File: src/include/core_defines.svh
/*
 * Core-wide constants for mini_core
 * Data width, register count, boot address and RV32I major opcodes
 */
`ifndef CORE_DEFINES_SVH
`define CORE_DEFINES_SVH

// Data and address width
`define XLEN 32
// Architectural registers including x0
`define NUM_REGS 32
// First fetch address after reset
`define BOOT_ADDR 32'h0000_0000

// Major opcode field values, instr[6:0]
`define OPC_OP     7'b0110011
`define OPC_OP_IMM 7'b0010011
`define OPC_LUI    7'b0110111
`define OPC_LOAD   7'b0000011
`define OPC_STORE  7'b0100011
`define OPC_BRANCH 7'b1100011
`define OPC_JAL    7'b1101111

`endif

File: src/rtl/core_pkg.sv
/*
 * Shared types of mini_core
 * Instruction classes, ALU operations, controller states, decoded instruction
 */
`include "core_defines.svh"

package core_pkg;

  // Major instruction class
  typedef enum logic [2:0] {
    OP,
    OP_IMM,
    LUI,
    LOAD,
    STORE,
    BRANCH,
    JAL,
    ILLEGAL
  } opcode_e;

  // ALU operation select
  typedef enum logic [2:0] {
    ADD,
    SUB,
    AND,
    OR,
    XOR,
    SLT,
    PASS_B
  } alu_op_e;

  // Multicycle sequence, one instruction at a time
  typedef enum logic [1:0] {
    FETCH,
    EXECUTE,
    MEMORY,
    WRITEBACK
  } ctrl_state_e;

  // Decoder output
  typedef struct packed {
    opcode_e          opcode;
    alu_op_e          alu_op;
    logic [4:0]       rs1;
    logic [4:0]       rs2;
    logic [4:0]       rd;
    logic [`XLEN-1:0] imm;
    // Operand b from the immediate
    logic             use_imm;
    logic             rf_we;
    // BNE rather than BEQ
    logic             br_ne;
  } decoded_t;

endpackage

File: src/rtl/lsu_req_if.sv
/*
 * Load/store request channel
 * Controller issues one word access, the LSU answers with done and read data
 */
`timescale 1ns/1ns
`include "core_defines.svh"

interface lsu_req_if;

  // Request, held until done
  logic             req_valid;
  logic             req_we;
  logic [`XLEN-1:0] req_addr;
  logic [`XLEN-1:0] req_wdata;
  // Completion, one cycle
  logic             done;
  logic [`XLEN-1:0] rdata;

  modport controller (output req_valid, req_we, req_addr, req_wdata, input done, rdata);
  modport lsu (input req_valid, req_we, req_addr, req_wdata, output done, rdata);

endinterface

File: src/rtl/fetch_unit.sv
/*
 * Fetch unit
 * Holds the PC and runs one OBI read on the instruction bus per fetch request
 */
`timescale 1ns/1ns
`include "core_defines.svh"

module fetch_unit (
  input  logic             clk_i,
  input  logic             rst_i,
  input  logic             fetch_start_i,
  input  logic             pc_load_i,
  input  logic [`XLEN-1:0] next_pc_i,
  input  logic             instr_gnt_i,
  input  logic             instr_rvalid_i,
  input  logic [`XLEN-1:0] instr_rdata_i,
  output logic             instr_req_o,
  output logic [`XLEN-1:0] instr_addr_o,
  output logic [`XLEN-1:0] instr_o,
  output logic [`XLEN-1:0] pc_o,
  output logic             instr_valid_o
);

  logic [`XLEN-1:0] pc_q;
  logic [`XLEN-1:0] instr_q;
  // Address phase open
  logic             req_q;
  // Waiting for rvalid
  logic             wait_q;
  logic             valid_q;

  // Program counter, loaded once per instruction in writeback
  always_ff @(posedge clk_i) begin
    if (rst_i) begin
      pc_q <= `BOOT_ADDR;
    end else if (pc_load_i) begin
      pc_q <= next_pc_i;
    end
  end

  // OBI master handshake
  always_ff @(posedge clk_i) begin
    if (rst_i) begin
      req_q   <= 1'b0;
      wait_q  <= 1'b0;
      valid_q <= 1'b0;
    end else begin
      valid_q <= wait_q && instr_rvalid_i;
      // Address phase ends on gnt
      if (fetch_start_i) begin
        req_q <= 1'b1;
      end else if (req_q && instr_gnt_i) begin
        req_q <= 1'b0;
      end
      // Response phase ends on rvalid
      if (req_q && instr_gnt_i) begin
        wait_q <= 1'b1;
      end else if (instr_rvalid_i) begin
        wait_q <= 1'b0;
      end
    end
  end

  // Fetched word, held for the whole instruction
  always_ff @(posedge clk_i) begin
    if (wait_q && instr_rvalid_i) begin
      instr_q <= instr_rdata_i;
    end
  end

  assign instr_req_o   = req_q;
  // PC only moves in writeback, so the address is stable during req
  assign instr_addr_o  = pc_q;
  assign instr_o       = instr_q;
  assign pc_o          = pc_q;
  assign instr_valid_o = valid_q;

endmodule

File: src/rtl/decoder.sv
/*
 * Instruction decoder
 * Register fields, immediate and ALU operation for the RV32I subset
 */
`timescale 1ns/1ns
`include "core_defines.svh"

module decoder import core_pkg::*; (
  input  logic [`XLEN-1:0] instr_i,
  output decoded_t         dec_o
);

  logic [6:0]       opc;
  logic [2:0]       funct3;
  logic             funct7_b5;
  logic [`XLEN-1:0] imm_i;
  logic [`XLEN-1:0] imm_s;
  logic [`XLEN-1:0] imm_b;
  logic [`XLEN-1:0] imm_u;
  logic [`XLEN-1:0] imm_j;

  assign opc       = instr_i[6:0];
  assign funct3    = instr_i[14:12];
  assign funct7_b5 = instr_i[30];

  // Sign-extended immediates per format
  assign imm_i = {{20{instr_i[31]}}, instr_i[31:20]};
  assign imm_s = {{20{instr_i[31]}}, instr_i[31:25], instr_i[11:7]};
  assign imm_b = {{19{instr_i[31]}}, instr_i[31], instr_i[7], instr_i[30:25],
                  instr_i[11:8], 1'b0};
  assign imm_u = {instr_i[31:12], 12'b0};
  assign imm_j = {{11{instr_i[31]}}, instr_i[31], instr_i[19:12], instr_i[20],
                  instr_i[30:21], 1'b0};

  always_comb begin
    // Default is a no-op
    dec_o.opcode  = ILLEGAL;
    dec_o.alu_op  = ADD;
    dec_o.rs1     = instr_i[15 +: $clog2(`NUM_REGS)];
    dec_o.rs2     = instr_i[20 +: $clog2(`NUM_REGS)];
    dec_o.rd      = instr_i[7 +: $clog2(`NUM_REGS)];
    dec_o.imm     = imm_i;
    dec_o.use_imm = 1'b0;
    dec_o.rf_we   = 1'b0;
    dec_o.br_ne   = funct3[0];

    case (opc)
      `OPC_OP: begin
        dec_o.opcode = OP;
        dec_o.rf_we  = 1'b1;
      end
      `OPC_OP_IMM: begin
        dec_o.opcode  = OP_IMM;
        dec_o.use_imm = 1'b1;
        dec_o.rf_we   = 1'b1;
      end
      `OPC_LUI: begin
        dec_o.opcode  = LUI;
        dec_o.alu_op  = PASS_B;
        dec_o.imm     = imm_u;
        dec_o.use_imm = 1'b1;
        dec_o.rf_we   = 1'b1;
      end
      // Word accesses only
      `OPC_LOAD: begin
        if (funct3 == 3'b010) begin
          dec_o.opcode  = LOAD;
          dec_o.use_imm = 1'b1;
          dec_o.rf_we   = 1'b1;
        end
      end
      `OPC_STORE: begin
        if (funct3 == 3'b010) begin
          dec_o.opcode  = STORE;
          dec_o.imm     = imm_s;
          dec_o.use_imm = 1'b1;
        end
      end
      // BEQ and BNE, compared through the ALU
      `OPC_BRANCH: begin
        if (funct3[2:1] == 2'b00) begin
          dec_o.opcode = BRANCH;
          dec_o.alu_op = SUB;
          dec_o.imm    = imm_b;
        end
      end
      `OPC_JAL: begin
        dec_o.opcode = JAL;
        dec_o.imm    = imm_j;
        dec_o.rf_we  = 1'b1;
      end
      default: ;
    endcase

    // funct3/funct7 to ALU operation
    if (dec_o.opcode inside {OP, OP_IMM}) begin
      case (funct3)
        3'b000: dec_o.alu_op = (dec_o.opcode == OP && funct7_b5) ? SUB : ADD;
        3'b010: dec_o.alu_op = SLT;
        3'b100: dec_o.alu_op = XOR;
        3'b110: dec_o.alu_op = OR;
        3'b111: dec_o.alu_op = AND;
        // Shifts and SLTU not supported
        default: begin
          dec_o.opcode = ILLEGAL;
          dec_o.rf_we  = 1'b0;
        end
      endcase
    end
  end

endmodule

File: src/rtl/alu.sv
/*
 * ALU
 * Add, subtract, logic, signed compare and branch equality
 */
`timescale 1ns/1ns
`include "core_defines.svh"

module alu import core_pkg::*; (
  input  alu_op_e          op_i,
  input  logic [`XLEN-1:0] a_i,
  input  logic [`XLEN-1:0] b_i,
  output logic [`XLEN-1:0] result_o,
  output logic             equal_o
);

  logic lt_signed;

  // Signed less-than for SLT and SLTI
  assign lt_signed = $signed(a_i) < $signed(b_i);

  always_comb begin
    unique case (op_i)
      ADD:     result_o = a_i + b_i;
      SUB:     result_o = a_i - b_i;
      AND:     result_o = a_i & b_i;
      OR:      result_o = a_i | b_i;
      XOR:     result_o = a_i ^ b_i;
      SLT:     result_o = {{(`XLEN-1){1'b0}}, lt_signed};
      // LUI immediate straight through
      PASS_B:  result_o = b_i;
      default: result_o = '0;
    endcase
  end

  // Branch condition for BEQ and BNE
  assign equal_o = (a_i == b_i);

endmodule

File: src/rtl/register_file.sv
/*
 * Register file
 * 32 x 32 bits, two combinational reads and one write, x0 hardwired to zero
 */
`timescale 1ns/1ns
`include "core_defines.svh"

module register_file (
  input  logic             clk_i,
  input  logic             rst_i,
  input  logic [4:0]       raddr_a_i,
  input  logic [4:0]       raddr_b_i,
  input  logic [4:0]       waddr_i,
  input  logic             we_i,
  input  logic [`XLEN-1:0] wdata_i,
  output logic [`XLEN-1:0] rdata_a_o,
  output logic [`XLEN-1:0] rdata_b_o
);

  // x0 has no storage
  logic [`XLEN-1:0] regs_q [1:`NUM_REGS-1];

  always_ff @(posedge clk_i) begin
    if (rst_i) begin
      for (int i = 1; i < `NUM_REGS; i++) begin
        regs_q[i] <= '0;
      end
    end else if (we_i && (waddr_i != '0)) begin
      regs_q[waddr_i] <= wdata_i;
    end
  end

  // Reads see the old value until the cycle after a write
  assign rdata_a_o = (raddr_a_i == '0) ? '0 : regs_q[raddr_a_i];
  assign rdata_b_o = (raddr_b_i == '0) ? '0 : regs_q[raddr_b_i];

endmodule

File: src/rtl/load_store_unit.sv
/*
 * Load/store unit
 * Turns one controller request into one word transaction on the data bus
 */
`timescale 1ns/1ns
`include "core_defines.svh"

module load_store_unit (
  input  logic             clk_i,
  input  logic             rst_i,
  lsu_req_if.lsu           req,
  input  logic             data_gnt_i,
  input  logic             data_rvalid_i,
  input  logic [`XLEN-1:0] data_rdata_i,
  output logic             data_req_o,
  output logic             data_we_o,
  output logic [3:0]       data_be_o,
  output logic [`XLEN-1:0] data_addr_o,
  output logic [`XLEN-1:0] data_wdata_o
);

  // Bus phases
  typedef enum logic [1:0] {
    IDLE,
    ADDR,
    RESP
  } lsu_state_e;

  lsu_state_e       state_q;
  logic             we_q;
  logic [`XLEN-1:0] addr_q;
  logic [`XLEN-1:0] wdata_q;

  always_ff @(posedge clk_i) begin
    if (rst_i) begin
      state_q <= IDLE;
    end else begin
      unique case (state_q)
        IDLE:    if (req.req_valid) state_q <= ADDR;
        ADDR:    if (data_gnt_i) state_q <= RESP;
        RESP:    if (data_rvalid_i) state_q <= IDLE;
        default: state_q <= IDLE;
      endcase
    end
  end

  // Request captured once, kept stable through the address phase
  always_ff @(posedge clk_i) begin
    if (state_q == IDLE && req.req_valid) begin
      we_q    <= req.req_we;
      addr_q  <= req.req_addr;
      wdata_q <= req.req_wdata;
    end
  end

  assign data_req_o   = (state_q == ADDR);
  assign data_we_o    = we_q;
  // Word accesses only
  assign data_be_o    = 4'hF;
  assign data_addr_o  = addr_q;
  assign data_wdata_o = wdata_q;

  // Done with rvalid, so req_valid is already gone when IDLE is seen again
  assign req.done  = (state_q == RESP) && data_rvalid_i;
  assign req.rdata = data_rdata_i;

endmodule

File: src/rtl/core_controller.sv
/*
 * Core controller
 * Sequences fetch, execute, memory and writeback and picks the next PC
 */
`timescale 1ns/1ns
`include "core_defines.svh"

module core_controller import core_pkg::*; (
  input  logic             clk_i,
  input  logic             rst_i,
  input  logic             instr_valid_i,
  input  logic [`XLEN-1:0] pc_i,
  input  decoded_t         dec_i,
  input  logic [`XLEN-1:0] rs1_data_i,
  input  logic [`XLEN-1:0] rs2_data_i,
  input  logic [`XLEN-1:0] alu_result_i,
  input  logic             alu_equal_i,
  output logic             fetch_start_o,
  output logic             pc_load_o,
  output logic [`XLEN-1:0] next_pc_o,
  output alu_op_e          alu_op_o,
  output logic [`XLEN-1:0] alu_a_o,
  output logic [`XLEN-1:0] alu_b_o,
  output logic             rf_we_o,
  output logic [`XLEN-1:0] rf_wdata_o,
  lsu_req_if.controller    lsu
);

  ctrl_state_e      state_q;
  ctrl_state_e      state_d;
  // First fetch after reset
  logic             boot_q;
  logic [`XLEN-1:0] load_q;
  logic [`XLEN-1:0] pc_plus4;
  logic [`XLEN-1:0] pc_target;
  logic             is_mem;
  logic             br_taken;

  assign is_mem = dec_i.opcode inside {LOAD, STORE};

  //////////////////////////////
  // State sequence
  //////////////////////////////

  always_comb begin
    state_d = state_q;
    unique case (state_q)
      FETCH:     if (instr_valid_i) state_d = EXECUTE;
      EXECUTE:   state_d = is_mem ? MEMORY : WRITEBACK;
      MEMORY:    if (lsu.done) state_d = WRITEBACK;
      WRITEBACK: state_d = FETCH;
      default:   state_d = FETCH;
    endcase
  end

  always_ff @(posedge clk_i) begin
    if (rst_i) begin
      state_q <= FETCH;
      boot_q  <= 1'b1;
    end else begin
      state_q <= state_d;
      boot_q  <= 1'b0;
    end
  end

  // Load data arrives for one cycle only
  always_ff @(posedge clk_i) begin
    if (lsu.done) begin
      load_q <= lsu.rdata;
    end
  end

  //////////////////////////////
  // Datapath control
  //////////////////////////////

  // Operands, immediate forms use b
  assign alu_op_o = dec_i.alu_op;
  assign alu_a_o  = rs1_data_i;
  assign alu_b_o  = dec_i.use_imm ? dec_i.imm : rs2_data_i;

  // Address from rs1 + imm, fields held through MEMORY
  assign lsu.req_valid = (state_q == MEMORY);
  assign lsu.req_we    = (dec_i.opcode == STORE);
  assign lsu.req_addr  = alu_result_i;
  assign lsu.req_wdata = rs2_data_i;

  // Writeback source
  assign rf_we_o = (state_q == WRITEBACK) && dec_i.rf_we;
  always_comb begin
    case (dec_i.opcode)
      LOAD:    rf_wdata_o = load_q;
      // Link address
      JAL:     rf_wdata_o = pc_plus4;
      default: rf_wdata_o = alu_result_i;
    endcase
  end

  //////////////////////////////
  // Next PC
  //////////////////////////////

  assign pc_plus4  = pc_i + `XLEN'd4;
  // Branch and jump offsets share one adder
  assign pc_target = pc_i + dec_i.imm;
  assign br_taken  = (dec_i.opcode == BRANCH) && (alu_equal_i ^ dec_i.br_ne);

  assign next_pc_o = (br_taken || dec_i.opcode == JAL) ? pc_target : pc_plus4;
  assign pc_load_o = (state_q == WRITEBACK);

  // Next request one cycle after writeback or after reset release
  assign fetch_start_o = boot_q || (state_q == WRITEBACK);

endmodule

File: src/rtl/mini_core.sv
/*
 * mini_core top level
 * Multicycle RV32I subset core with OBI instruction and data buses
 */
`timescale 1ns/1ns
`include "core_defines.svh"

module mini_core import core_pkg::*; (
  input  logic             clk_i,
  input  logic             rst_i,
  // Instruction bus
  output logic             instr_req_o,
  output logic [`XLEN-1:0] instr_addr_o,
  input  logic             instr_gnt_i,
  input  logic             instr_rvalid_i,
  input  logic [`XLEN-1:0] instr_rdata_i,
  // Data bus
  output logic             data_req_o,
  output logic             data_we_o,
  output logic [3:0]       data_be_o,
  output logic [`XLEN-1:0] data_addr_o,
  output logic [`XLEN-1:0] data_wdata_o,
  input  logic             data_gnt_i,
  input  logic             data_rvalid_i,
  input  logic [`XLEN-1:0] data_rdata_i
);

  // Fetch and controller
  logic             fetch_start;
  logic             pc_load;
  logic [`XLEN-1:0] next_pc;
  logic [`XLEN-1:0] instr;
  logic [`XLEN-1:0] pc;
  logic             instr_valid;
  decoded_t         dec;
  // Register file
  logic [`XLEN-1:0] rs1_data;
  logic [`XLEN-1:0] rs2_data;
  logic             rf_we;
  logic [`XLEN-1:0] rf_wdata;
  // ALU
  alu_op_e          alu_op;
  logic [`XLEN-1:0] alu_a;
  logic [`XLEN-1:0] alu_b;
  logic [`XLEN-1:0] alu_result;
  logic             alu_equal;

  lsu_req_if lsu_if ();

  //////////////////////////////
  // Fetch and decode
  //////////////////////////////

  fetch_unit fetch_unit_i (
    .clk_i          (clk_i),
    .rst_i          (rst_i),
    .fetch_start_i  (fetch_start),
    .pc_load_i      (pc_load),
    .next_pc_i      (next_pc),
    .instr_gnt_i    (instr_gnt_i),
    .instr_rvalid_i (instr_rvalid_i),
    .instr_rdata_i  (instr_rdata_i),
    .instr_req_o    (instr_req_o),
    .instr_addr_o   (instr_addr_o),
    .instr_o        (instr),
    .pc_o           (pc),
    .instr_valid_o  (instr_valid)
  );

  decoder decoder_i (
    .instr_i (instr),
    .dec_o   (dec)
  );

  //////////////////////////////
  // Execute
  //////////////////////////////

  register_file register_file_i (
    .clk_i     (clk_i),
    .rst_i     (rst_i),
    .raddr_a_i (dec.rs1),
    .raddr_b_i (dec.rs2),
    .waddr_i   (dec.rd),
    .we_i      (rf_we),
    .wdata_i   (rf_wdata),
    .rdata_a_o (rs1_data),
    .rdata_b_o (rs2_data)
  );

  alu alu_i (
    .op_i     (alu_op),
    .a_i      (alu_a),
    .b_i      (alu_b),
    .result_o (alu_result),
    .equal_o  (alu_equal)
  );

  load_store_unit load_store_unit_i (
    .clk_i         (clk_i),
    .rst_i         (rst_i),
    .req           (lsu_if.lsu),
    .data_gnt_i    (data_gnt_i),
    .data_rvalid_i (data_rvalid_i),
    .data_rdata_i  (data_rdata_i),
    .data_req_o    (data_req_o),
    .data_we_o     (data_we_o),
    .data_be_o     (data_be_o),
    .data_addr_o   (data_addr_o),
    .data_wdata_o  (data_wdata_o)
  );

  //////////////////////////////
  // Control
  //////////////////////////////

  core_controller core_controller_i (
    .clk_i         (clk_i),
    .rst_i         (rst_i),
    .instr_valid_i (instr_valid),
    .pc_i          (pc),
    .dec_i         (dec),
    .rs1_data_i    (rs1_data),
    .rs2_data_i    (rs2_data),
    .alu_result_i  (alu_result),
    .alu_equal_i   (alu_equal),
    .fetch_start_o (fetch_start),
    .pc_load_o     (pc_load),
    .next_pc_o     (next_pc),
    .alu_op_o      (alu_op),
    .alu_a_o       (alu_a),
    .alu_b_o       (alu_b),
    .rf_we_o       (rf_we),
    .rf_wdata_o    (rf_wdata),
    .lsu           (lsu_if.controller)
  );

endmodule

File: config.mk
export PLATFORM = sky130hd
export DESIGN_NAME = mini_core
export DESIGN_NICKNAME = d
export VERILOG_FILES = /design/src/rtl/core_pkg.sv /design/src/rtl/lsu_req_if.sv /design/src/rtl/fetch_unit.sv /design/src/rtl/decoder.sv /design/src/rtl/alu.sv /design/src/rtl/register_file.sv /design/src/rtl/load_store_unit.sv /design/src/rtl/core_controller.sv /design/src/rtl/mini_core.sv
export VERILOG_INCLUDE_DIRS = /design/src /design/src/include
export SDC_FILE = /design/constraint.sdc
export NUM_CORES = 2
export LEC_CHECK = 0
export BUFFER_PORTS_ARGS = -buffer_cell sky130_fd_sc_hd__buf_2
export CAP_MARGIN = 0
export CORE_MARGIN = 2
export CORE_UTILIZATION = 50
export DETAILED_ROUTE_END_ITERATION = 10
export PLACE_DENSITY = 0.66
export SYNTH_ARGS = -nofsm -noshare
export SYNTH_HDL_FRONTEND = slang
export SYNTH_SLANG_ARGS = --single-unit
File: constraint.sdc
create_clock -name clk_i -period 7.4 [get_ports clk_i]
set_input_delay 0.74 -clock clk_i [delete_from_list [all_inputs] [get_ports clk_i]]
set_output_delay 0.74 -clock clk_i [all_outputs]
set_load 0.01 [all_outputs]
==> run summary <==
RSZ-0062 raised after global routing = no
TritonRoute pass-1 iters = 8
Final Setup Violations = 0
Routability congestion estimate = 1.01
Synthesis Warnings = 0
Met2 usage = 0.543
Max FO, Critical Path = 32
Slew Limit Fails = 0
Combinational share of power = 0.159
Max VDD drop = 0.249 mV
Rows = 134
Hpwl dp = 155 mm
Overall Global Routing Usage = 0.351
Clk_skew = 0.0237 ns
Yosys top cell by area = edfxtp_1
GR Overflow Total = 0
Arrival time at the worst endpoint = 7.52 ns
Hold WC Path Type = primary input to register
Cts hold-fix bufs = 0
CTS root buffer = clkbuf_16
CP startpoint kind = register
Worst-case clock buffer depth = 3
Hold Vio Cnt, Final = 0
Clock power share = 0.379
Largest net degree at the start of global routing = 105
Vias in the first global route = 47,500
Hold Worst Slack = 0.128 ns
Initial Util = 0.503
Post-cts gate resize count = 0
Fin crit share = 0.949
Placeable Area = 133,000 sq um
Io pins = 173
Worst relative slew slack = 0.173
Yosys reg bits = 1,203
Ranking of synthesized cells by area = edfxtp_1 (52%), mux4_2 (21%), nor2_1 (6.0%)
R2R Setup Slk = 0.37 ns
Reg power frac = 0.463
Nets = 5,414
Worst-Margin Slew = 1.24 ns
DRC = 0
Synth unique cells = 88
Int Power = 0.0122 W
Leakage power = 27.4 nW
Syn Area/Cell = 13.1 sq um
CP endpoint kind = register
Main synth FF type = edfxtp_1
Clock Latency Late Sink = 0.79 ns
Num CTS Buffers = 131
FFs w/ async S/R, synth = 0
IO Port Bufs = 168
Post-synth EDFFs = 1,153
Initial antenna violation count = 8
M1 GR Usage = 0.453
Detail Route Antenna Nets = 0
Vias per inst = 6.90
Max frequency = 142 MHz
Status = complete, no violations
Die area = 137,000 sq um
Total Wirelength = 241 mm
PwrDens = 226 nW/um^2
H-tree Lvls = 4
Switching part of the total power = 0.278
Switch Pwr = 0.00472 W
Final Util = 0.562
Initial DRC count = 7,769
Yosys top cell area share = 0.516
MaxCap Viol Count = 0
GR Util met3 = 0.0805
First-pass GRT wire length = 341 mm
Sequential fraction of the synthesis area = 0.531
Die X = 370 microns
DR WL/cell = 34.0 microns
Via count = 48,800
Post-synth top cells = edfxtp_1 (1,153), nor2_1 (1,068), mux4_2 (640)
WS Path Type = register to register
Clock tree from TritonCTS = done
Die Y = 370 microns
Global route hottest layer = met2
Layout cells sized above 1 = 0.260
Synth Instances = 5,111
Post-CTS Setup Inserts = 0
Clock transition at the registers of the reported paths = 0.06 ns
Clock period minus final worst setup slack = 7.03 ns
Layout area overhead = 11.8%
Setup TNS = 0 ns
Most common cell in the netlist = edfxtp_1
Clock Sinks = 1,203
Required @ worst endpoint = 7.89 ns
Post-Syn Area = 67,000 sq um
[through the flow]
| stage | total power, W | instance area, sq um | std cells | setup WS, ns |
|---|---|---|---|---|
| floorplan | 0.00959 | 67200 | 5145 | 1.10 |
| global placement | 0.0105 | 70800 | 6840 | 0.493 |
| detailed placement | 0.0106 | 70800 | 6840 | 0.427 |
| CTS | 0.0169 | 74900 | 7068 | 0.401 |
| global route | 0.0173 | 74900 | 7068 | 0.0910 |
| finish | 0.0169 | 74900 | 7073 | 0.374 |
[flip-flops by register name, indices dropped and copies added, names as in the netlist, 2 cells and up, named ones only]
signal and cells:
load_store_unit_i.data_wdata_o 32, load_store_unit_i.state_q 2, fetch_unit_i.instr_addr_o 32, core_controller_i.state_q 2
register_file_i.regs_q 1024, load_store_unit_i.data_addr_o 32, fetch_unit_i.instr_o 32, core_controller_i.load_q 32
[cell families (layout without fill, tap and decap cells)]
kind of cell / Yosys count / after routing / synth area share
AOI/OAI and AO/OA: 731 / 731 / 0.0692
xor gates and xnor gates: 65 / 65 / 0.00849
adders and majority gates: 139 / 139 / 0.0263
buffers and inverters: 651 / 806 / 0.0385
DFF: 1203 / 1203 / 0.531
muxes: 693 / 693 / 0.223
other: 2 / 41 / 0.000112
and+or+nand+nor: 1627 / 1627 / 0.103
[final timing paths]
check	from	end	cells after the start
worst min register to register	fetch_unit_i.wait_q	fetch_unit_i.wait_q	2
worst min-delay path	data_rdata_i[22]	core_controller_i.load_q[22]	1
worst max register to register	register	register_file_i.regs_q[1][31]	19
worst max-delay path	register	register_file_i.regs_q[1][31]	19
[worst max-delay path, stage by stage, from the launching register on]
cell	delay (ns)
dfxtp_4	0.49
buf_12	0.27
buf_4	0.46
mux4_2	0.57
mux4_2	0.48
mux2i_1	0.16
nor2_1	0.15
a21o_1	0.25
ha_1	0.38
nor4_1	0.61
o31ai_1	0.27
a311oi_1	0.46
o21a_1	0.28
or2_1	0.25
nand4_1	0.16
nand3b_1	0.13
or3b_2	0.50
a211oi_4	0.21
buf_4	0.42
a21oi_1	0.15
[power groups by stage]
stage          Combinational, W  Clock, W  Sequential (W)
6_report                0.00269   0.00642         0.00784
5_1_grt                 0.00281   0.00668         0.00786
4_1_cts                 0.00262   0.00645         0.00783
3_5_place_dp            0.00261         0         0.00797
3_3_place_gp            0.00259         0         0.00795
2_1_floorplan           0.00168         0         0.00791
[cell usage in the layout, fill, tap and decap left out, types with 32 or more instances in the layout]
master / Yosys / layout
mux4_2: 640 / 640
xnor2_1: 47 / 47
dfxtp_1: 50 / 40
a21oi_1: 295 / 289
ha_1: 136 / 135
nor3_1: 46 / 43
clkbuf_1: 334 / 37
buf_2: 54 / 168
a21o_1: 35 / 35
clkbuf_16: 0 / 139
conb_1: 2 / 36
nand2b_1: 77 / 46
mux2i_1: 34 / 32
buf_4: 13 / 203
inv_1: 180 / 180
nand2_1: 224 / 193
o21ai_0: 134 / 134
nand3_1: 56 / 56
nor2_1: 1068 / 1065
edfxtp_1: 1153 / 1153
[final cells by class]
type | count | area [sq um]
well taps | 1768 | 2210
clock buffers | 177 | 3630
multi-input cells | 3291 | 29500
inverters | 185 | 694
repair buffers | 393 | 2810
flip-flops and latches | 1203 | 35700
clock inverters | 51 | 458
diodes | 5 | 12.5
fillers | 10700 | 58300
[per-layer routing]
layer	part of all wire	up-vias
met2	0.46	3916
met3	0.13	734
met1	0.34	24600
met5	0.00010	-
met4	0.069	4
li1	-	19600
(Power assumes the default switching activity.)
